[config.mk]
export PLATFORM = sky130hd
export DESIGN_NAME = dcache_ctrl
export DESIGN_NICKNAME = d
export VERILOG_FILES = /design/src/hdl/dcache_pkg.sv /design/src/hdl/dcache_ctrl.sv
export SDC_FILE = /design/constraint.sdc
export NUM_CORES = 1
export LEC_CHECK = 0
export BUFFER_PORTS_ARGS = -buffer_cell sky130_fd_sc_hd__clkbuf_2
export CAP_MARGIN = 10
export CORE_AREA = 3 3 214 216
export CTS_CLUSTER_DIAMETER = 30
export CTS_CLUSTER_SIZE = 30
export DETAILED_ROUTE_END_ITERATION = 10
export DIE_AREA = 0 0 217 219
export HOLD_SLACK_MARGIN = 0.1
export SYNTH_ARGS = -nofsm -noshare
export SYNTH_HDL_FRONTEND = slang
export SYNTH_SLANG_ARGS = --single-unit
[constraint.sdc]
create_clock -name clk -period 3.4 [get_ports clk]
set_clock_uncertainty 0.2 [all_clocks]
set_input_delay 0 -clock clk [delete_from_list [all_inputs] [get_ports clk]]
set_output_delay 0 -clock clk [all_outputs]
set_load 0.005 [all_outputs]
[src/hdl/dcache_pkg.sv]
/*
 * Shared geometry, data types and enums for the 2-way data cache.
 * Modules import it inside their body and use scoped names in port lists.
 */
`default_nettype none

package dcache_pkg;

    ////////////////////////////////////////////////////////////
    // geometry
    ////////////////////////////////////////////////////////////
    localparam int ADDR_W         = 30;                // word address
    localparam int TAG_W          = 20;
    localparam int INDEX_W        = 8;
    localparam int OFFSET_W       = 2;                 // word within a line
    localparam int WORDS_PER_LINE = 1 << OFFSET_W;
    localparam int LINE_W         = 32 * WORDS_PER_LINE;
    localparam int NUM_SETS       = 1 << INDEX_W;

    ////////////////////////////////////////////////////////////
    // data types
    ////////////////////////////////////////////////////////////
    typedef logic [31:0]               word_t;
    typedef logic [LINE_W-1:0]         line_t;        // word 0 in the low bits
    typedef logic [ADDR_W-1:0]         addr_t;
    typedef logic [TAG_W-1:0]          tag_t;
    typedef logic [INDEX_W-1:0]        index_t;
    typedef logic [OFFSET_W-1:0]       offset_t;      // also the beat number
    typedef logic [TAG_W+INDEX_W-1:0]  line_addr_t;   // {tag, index}

    ////////////////////////////////////////////////////////////
    // controller states and memory opcodes
    ////////////////////////////////////////////////////////////
    typedef enum logic [2:0] {
        ST_IDLE,                                       // waiting for a cpu request
        ST_LOOKUP,                                     // tag compare, hit completes here
        ST_WB_REQ,                                     // write-back request to memory
        ST_WB_DATA,                                    // four victim beats out
        ST_FILL_REQ,                                   // line read request
        ST_FILL_DATA,                                  // four refill beats in
        ST_REREAD                                      // let the arrays show the new line
    } ctrl_state_e;

    typedef enum logic {
        MEM_READ  = 1'b0,
        MEM_WRITE = 1'b1
    } mem_op_e;

endpackage

`default_nettype wire
[src/hdl/dcache_ctrl.sv]
/*
 * Request controller of the data cache. Takes one CPU request at a time,
 * looks it up, and on a miss writes back a dirty victim and refills the
 * line over the word-wide memory bus before completing as a hit.
 */
`default_nettype none

module dcache_ctrl (
    input  wire                       clk,
    input  wire                       arst_n,
    // cpu request and response
    input  wire                       cpu_valid,
    output logic                      cpu_ready,
    input  wire                       cpu_write,
    input  wire dcache_pkg::addr_t    cpu_addr,
    input  wire dcache_pkg::word_t    cpu_wdata,
    output logic                      rsp_valid,
    output dcache_pkg::word_t         rsp_rdata,
    // tag array
    output dcache_pkg::index_t        req_index,
    output dcache_pkg::tag_t          lookup_tag,
    input  wire                       hit,
    input  wire                       hit_way,
    input  wire                       victim_way,
    input  wire                       victim_dirty,
    input  wire dcache_pkg::tag_t     victim_tag,
    output logic                      tag_we,
    output logic                      tag_we_way,
    output logic                      dirty_set,
    output logic                      lru_touch,
    // data array
    input  wire dcache_pkg::line_t    rd_line0,
    input  wire dcache_pkg::line_t    rd_line1,
    output logic                      data_we,
    output logic                      data_we_way,
    output dcache_pkg::offset_t       data_we_offset,
    output dcache_pkg::word_t         data_wdata,
    // beat counter
    output logic                      cnt_start,
    output logic                      cnt_advance,
    input  wire dcache_pkg::offset_t  beat,
    input  wire                       beat_last,
    // memory side
    output logic                      mem_req_valid,
    input  wire                       mem_req_ready,
    output dcache_pkg::mem_op_e       mem_req_op,
    output dcache_pkg::line_addr_t    mem_req_addr,
    output logic                      mem_wvalid,
    input  wire                       mem_wready,
    output dcache_pkg::word_t         mem_wdata,
    input  wire                       mem_rvalid,
    input  wire dcache_pkg::word_t    mem_rdata
);
    import dcache_pkg::*;

    ctrl_state_e state_q;
    ctrl_state_e state_d;
    logic        write_q;          // latched request
    addr_t       addr_q;
    word_t       wdata_q;
    logic        victim_way_q;     // way being replaced
    word_t       rdata_q;          // last read response
    index_t      index_q;
    offset_t     offset_q;
    line_t       hit_line;
    line_t       victim_line;
    word_t       hit_word;

    assign index_q    = addr_q[OFFSET_W +: INDEX_W];
    assign offset_q   = addr_q[OFFSET_W-1:0];
    assign lookup_tag = addr_q[ADDR_W-1 -: TAG_W];
    assign cpu_ready  = (state_q == ST_IDLE);
    assign req_index  = (state_q == ST_IDLE) ? cpu_addr[OFFSET_W +: INDEX_W] : index_q;

    assign hit_line    = hit_way ? rd_line1 : rd_line0;
    assign hit_word    = hit_line[offset_q*$bits(word_t) +: $bits(word_t)];
    assign victim_line = victim_way_q ? rd_line1 : rd_line0;
    assign mem_wdata   = victim_line[beat*$bits(word_t) +: $bits(word_t)];
    assign rsp_rdata   = (rsp_valid && !write_q) ? hit_word : rdata_q;

    always_ff @(posedge clk or negedge arst_n) begin
        if (!arst_n) begin
            state_q      <= ST_IDLE;
            victim_way_q <= 1'b0;
        end else begin
            state_q <= state_d;
            if (state_q == ST_LOOKUP && !hit) begin
                victim_way_q <= victim_way;   // held through write-back and fill
            end
        end
    end

    always_ff @(posedge clk) begin
        if (cpu_valid && cpu_ready) begin
            write_q <= cpu_write;
            addr_q  <= cpu_addr;
            wdata_q <= cpu_wdata;
        end
        if (rsp_valid && !write_q) begin
            rdata_q <= hit_word;
        end
    end

    ////////////////////////////////////////////////////////////
    // next state and per-state outputs
    ////////////////////////////////////////////////////////////
    always_comb begin
        state_d        = state_q;
        rsp_valid      = 1'b0;
        tag_we         = 1'b0;
        tag_we_way     = victim_way_q;
        dirty_set      = 1'b0;
        lru_touch      = 1'b0;
        data_we        = 1'b0;
        data_we_way    = victim_way_q;   // refill default
        data_we_offset = beat;
        data_wdata     = mem_rdata;
        cnt_start      = 1'b0;
        cnt_advance    = 1'b0;
        mem_req_valid  = 1'b0;
        mem_req_op     = MEM_READ;
        mem_req_addr   = {lookup_tag, index_q};
        mem_wvalid     = 1'b0;
        case (state_q)
            ST_IDLE: begin
                if (cpu_valid) begin
                    state_d = ST_LOOKUP;
                end
            end
            ST_LOOKUP: begin
                if (hit) begin
                    rsp_valid = 1'b1;
                    lru_touch = 1'b1;
                    state_d   = ST_IDLE;
                    if (write_q) begin
                        data_we        = 1'b1;
                        data_we_way    = hit_way;
                        data_we_offset = offset_q;
                        data_wdata     = wdata_q;
                        dirty_set      = 1'b1;
                    end
                end else if (victim_dirty) begin
                    state_d = ST_WB_REQ;
                end else begin
                    state_d = ST_FILL_REQ;
                end
            end
            ST_WB_REQ: begin
                mem_req_valid = 1'b1;
                mem_req_op    = MEM_WRITE;
                mem_req_addr  = {victim_tag, index_q};   // victim's own line
                if (mem_req_ready) begin
                    cnt_start = 1'b1;
                    state_d   = ST_WB_DATA;
                end
            end
            ST_WB_DATA: begin
                mem_wvalid = 1'b1;
                if (mem_wready) begin
                    if (beat_last) begin
                        state_d = ST_FILL_REQ;
                    end else begin
                        cnt_advance = 1'b1;
                    end
                end
            end
            ST_FILL_REQ: begin
                mem_req_valid = 1'b1;
                if (mem_req_ready) begin
                    cnt_start = 1'b1;
                    state_d   = ST_FILL_DATA;
                end
            end
            ST_FILL_DATA: begin
                if (mem_rvalid) begin
                    data_we = 1'b1;
                    if (beat_last) begin
                        tag_we  = 1'b1;           // new tag goes in clean
                        state_d = ST_REREAD;
                    end else begin
                        cnt_advance = 1'b1;
                    end
                end
            end
            ST_REREAD: begin
                state_d = ST_LOOKUP;
            end
            default: begin
                state_d = ST_IDLE;
            end
        endcase
    end

    // a stalled memory request must not change under the memory's feet
    a_mem_req_stable: assert property (@(posedge clk) disable iff (!arst_n)
        mem_req_valid && !mem_req_ready |=>
            mem_req_valid && $stable(mem_req_op) && $stable(mem_req_addr));

    // refill beats only arrive after a read request was taken
    a_rvalid_in_fill: assert property (@(posedge clk) disable iff (!arst_n)
        mem_rvalid |-> state_q == ST_FILL_DATA);

endmodule

`default_nettype wire

---- Word-level counts from Yosys, hierarchy flattened ----
Cells that the tools add are included.
W data, S select, Z words.
storage, ports and cells
  bits in registers ....................... 99
  bits of input ports ..................... 384
  output and inout port bits .............. 167
  word-level logic and storage cells ...... 72
cells by class
  equal/unequal tests ..................... 13
  shift operators ......................... 2
  multiplexer cells ....................... 43
  reduce and logical (&&, ||, !) cells .... 8
operators with widths
  cell                  count
  $mux W128             2
  $shiftx A128 B8 Y32   2
  $mux W32              4
  $mux W28              1
  $mux W3               9
  $pmux W3 S7           1
  $mux W1               20
  $ne A2 B2 Y1 const B  7
  $eq A3 B3 Y1 const B  3
  $mux W8               1
  $reduce_and A7 Y1     1
  $eq A3 B2 Y1 const B  2
  $mux W2               3
  $pmux W1 S2           2
  $eq A3 B1 Y1 const B  1
  $logic_and A1 B1 Y1   3
  $logic_not A3 Y1      1
  $logic_not A1 Y1      2
  $reduce_or A2 Y1      1

---- Logic depth before layout (Yosys ltp) ----
  word-level depth ........................ 4
  gate-level depth with buffers ........... 7
  mapped depth without buffers ............ 4

---- Least setup slack after synthesis ----
OpenSTA, ideal clock, no wires.
  kind .................................... reg2reg
  start point ............................. register state_q[0]
  end point ............................... register addr_q[0] (enable)
  library setup time ...................... 0.427 ns
  data arrival time ....................... 2.484 ns
  required time ........................... 2.773 ns
  setup slack ............................. 0.289 ns
  stages on the path, launching flop included .. 4
  path buffers ............................ 1
  period minus slack after synthesis ...... 3.111 ns
  path through ............................ dfrtp_1 -> buf_2 -> nor3_4 -> and2_1
between the ends
  word-level cells in the longest chain between the ends .. 2
ends and longest elaborated chain
  element                 line               text
  start, declared         dcache_ctrl.sv:56  ctrl_state_e state_q;
  start signal, assigned  dcache_ctrl.sv:86  state_q <= state_d;
  $logic_not A3 Y1        dcache_ctrl.sv:72  assign cpu_ready = (state_q == ST_IDLE);
  named net cpu_ready     dcache_ctrl.sv:13  output logic cpu_ready,
  $logic_and A1 B1 Y1     dcache_ctrl.sv:94  if (cpu_valid && cpu_ready) begin
  end signal, assigned    dcache_ctrl.sv:96  addr_q <= cpu_addr;
  end, declared           dcache_ctrl.sv:59  addr_t addr_q;
The timed path passes the listed nets, and every way through them passes these cells.
A chain may end at the register's enable or synchronous reset.

---- Final worst setup path ----
  start point ............................. input port hit_way
  end point ............................... output port rsp_rdata[28]
between the ends
  word-level cells in the longest chain between the ends .. 3
ends and longest elaborated chain
  element              line               text
  start, declared      dcache_ctrl.sv:23  input wire hit_way,
  $mux W128            dcache_ctrl.sv:75  assign hit_line = hit_way ? rd_line1 : rd_line0;
  $shiftx A128 B8 Y32  dcache_ctrl.sv:76  assign hit_word = hit_line[offset_q*$bits(word_t) +: $bits(word_t)];
  $mux W32             n/a
  end, declared        dcache_ctrl.sv:18  output dcache_pkg::word_t rsp_rdata,
No other way between the ends.

==> summary.md <==
| Metric | Value |
|---|---|
| Status | `complete, no violations` |
| Area grow syn2layout | `72.5%` |
| GPL Wtd Cong | `0.926` |
| Antenna Cells | `0` |
| Row count | `between 70 and 80` |
| DR pass1 iterations | `5` |
| Commonest cells after routing, fill and taps aside | `clkbuf_2, dlygate4sd3_1, mux2i_1, nand2_1, a22oi_1` |
| Remaining DRCs | `0` |
| Initial antenna violation count | `3` |
| Slew @ Worst Pin | `around 1200 ps` |
| Simple-gate share of the synthesized area | `0.0702` |
| Worst skew pair latency | `~380 ps` |
| Crit path time final | `3250 ps` |
| First-pass GRT wire length | `56900 um` |
| Adder and majority cell fraction of the synthesized area | `0` |
| Routed WL | `39600 um` |
| Multi-input gate area | `4990 um2` |
| Clock buffer depth | `2` |
| Die span in x | `217 um` |
| FF+latch count, synth | `99` |
| Period utilization | `0.955` |
| Vias post-DR | `a little over 9000` |
| Critical path's slowest cell | `dlygate4sd3_1` |
| Clock Root Buffer | `clkbuf_16` |
| Largest net degree at the start of global routing | `59` |
| Worst VDD drop | `around 0.00032 V` |
| Required time of the critical path | `~3200 ps` |
| Grt total ovfl | `0` |
| Synth area leaders | `edfxtp_1, mux4_2, mux2i_1, dfxtp_1, mux2_2` |
| GRT Util Overall | `0.159` |
| Fill cells | `4501` |
| Post-synth EDFFs | `63` |
| H-Tree Depth | `3` |
| Fmax | `0.308 GHz` |
| WP buf/inv | `6` |
| Core area | `44100 um2` |
| CP startpoint kind | `input pin` |
| Height of the chip | `219 um` |
| Main flop type after synthesis | `edfxtp_1` |
| Num CTS Buffers | `9` |
| PortBufs | `550` |
| Reg area | `2640 um2` |
| CP Cell Sequence | `clkbuf_8 > buf_4 > mux2i_1 > dlygate4sd3_1 > a22oi_1 > dlygate4sd3_1 > nand3_1 > dlygate4sd3_1 > nand2_1 > clkbuf_2` |
| Placed cells | `about 1800` |
| Mapped Nets | `1066` |
| Compound-Gate Fraction of Synth Area | `0.0684` |
| Mean Syn Cell Area | `11.9 um2` |
| Final Non-Filler Cells | `2002` |
| Die ar. | `47500 um2` |
| Largest family of logic cells by synthesized area | `multiplexers` |
| Synth Instances | `682` |
| Syn. warnings | `0` |
| Yosys cell types | `37` |
| Post-Synth XOR/XNOR Area | `0.00108` |
| CTS sink count | `99` |
| Layout Nets | `1789` |
| Via density | `4.53` |
| Initial DRC count | `500` |
| Post-synthesis mux area share | `0.468` |
| Post-synth ARST share | `0.0404` |
| Worst setup path class | `in -> out` |
| RSZ-0062 raised after global routing | `no` |
| IO Count | `between 500 and 600` |
| Yosys top cell area share | `0.232` |
| Crit end category | `output port` |
| Setup tns final | `0 ps` |
| Worst-path maximum fanout | `54` |
| ANT nets after route | `0` |
| Max-slew violations | `0` |
| CTS tree | `built` |
| Endpoints failing hold | `0` |
| Starting density of the core | `0.185` |
| Crit-path leading delay family | `buffers and inverters` |
| Slew headroom | `0.204` |
| Maxcap violations | `0` |
| DR WL/cell | `around 20 um` |
| Vias in the first global route | `9551` |
| Post-synth design cell area | `8150 um2` |
| Cell taking the most area after synthesis | `edfxtp_1` |
| Post-synthesis sequential area ratio | `0.323` |
| Commonest non-fill, non-tap cell in the layout | `clkbuf_2` |
| Critical path's largest stage delay | `580 ps` |
| PwrDens | `around 470 nW/um2` |
| Leak | `6.47 nW` |
| Worst min-delay path class | `in -> out` |
| Most used cell, CP | `dlygate4sd3_1` |
| Fraction of layout instances using a drive strength above 1 | `0.506` |
| Crit path DAT | `approximately 3100 ps` |
| Post-DP HPWL | `29500 um` |
| Final setup viols | `0` |
## cell families (layout without fill, tap and decap cells)
kind of cell / count (synthesis) / count (layout)
AOI/OAI and AO/OA: 76 / 76
buffers and inverters: 95 / 823
and+or+nand+nor: 123 / 123
xor gates and xnor gates: 1 / 1
DFF: 99 / 99
muxes: 288 / 288
## metal layers
metal  track usage  vias to the layer above  part of all wire
met1         0.171                     4454              0.37
met2         0.293                      453              0.52
met3        0.0480                       56             0.078
li1              -                     4106                 -
met5             0                        -           0.00068
met4        0.0602                        4             0.032
## worst reg2reg max path: cells and delay by family, from the launching register on
| family | cells | cell delay (ps) |
|---|---|---|
| buffers and inverters | 3 | 1480 |
| and+or+nand+nor | 3 | 800 |
| DFF | 1 | 510 |
| AOI/OAI and AO/OA | 1 | 90 |
## area by class of cell
type | instances | area share
clock buffer | 9 | 0.0160
sequential | 99 | 0.188
inverter | 3 | 0.000802
multi-input combinational | 488 | 0.355
clock inverter | 7 | 0.00757
timing repair buffer | 804 | 0.380
tap | 592 | 0.0527
## through the flow
step / area [um2] / setup WS [ps] / total power, W / util / hold slack, ps
2_1_floorplan: 8150 / 289 / 0.00366 / - / -496
3_3_place_gp: 11300 / 991 / 0.00487 / 0.257 / -379
3_5_place_dp: 11300 / 994 / 0.00490 / 0.257 / -376
4_1_cts: 14000 / 33.4 / 0.00672 / 0.317 / 100
5_1_grt: 14000 / 11.0 / 0.00711 / 0.318 / 116
6_report: 14000 / 153 / 0.00666 / 0.318 / 96.4
## registers in the layout, summed over array words and instances, names as in the netlist
signal,cells
addr_q,30
rdata_q,32
state_q,3
tag_we_way,1
wdata_q,32
write_q,1
## where the power goes
part | switching (W) | internal, W | leakage [nW]
Clock | 0.000563 | 0.000662 | 0.163
Combinational | 0.00155 | 0.00203 | 5.42
Sequential | 0.000241 | 0.00162 | 0.888
## path summary, 6_finish.rpt
path | from | to | slack, ps | depth (start not counted)
hold / removal | mem_rdata[28] | data_wdata[28] | 100 | 3
setup / recovery | hit_way | rsp_rdata[28] | 150 | 10
setup reg to reg | addr_q[1] | rdata_q[21] | 210 | 7
max in group asynchronous | arst_n | tag_we_way | 2450 | 3
hold reg to reg | rdata_q[2] | rdata_q[2] | 250 | 2
min in group asynchronous | arst_n | state_q[0] | 350 | 3
## what timing repair did
item	CTS	global route
buffers inserted	0	5
endpoints found under the hold margin	123	0
gates resized for setup	0	2
hold buffers	231	0
endpoints found under the setup margin	0	4
## cells in the mapped netlist, types with 2 or more instances
cell,count
a21oi_1,3
a22oi_1,64
a31oi_1,3
and2_1,3
buf_1,5
buf_2,22
buf_4,37
buf_6,5
clkbuf_1,23
dfrtp_1,4
dfxtp_1,32
edfxtp_1,63
inv_1,2
mux2_1,45
mux2_2,51
mux2i_1,128
mux4_1,3
mux4_2,61
nand2_1,67
nand2b_1,3
nand3_1,33
nor2_1,4
nor2b_1,3
nor3_1,2
nor3b_1,2
o21ai_0,2
or3_1,2
(Power assumes the default switching activity.)
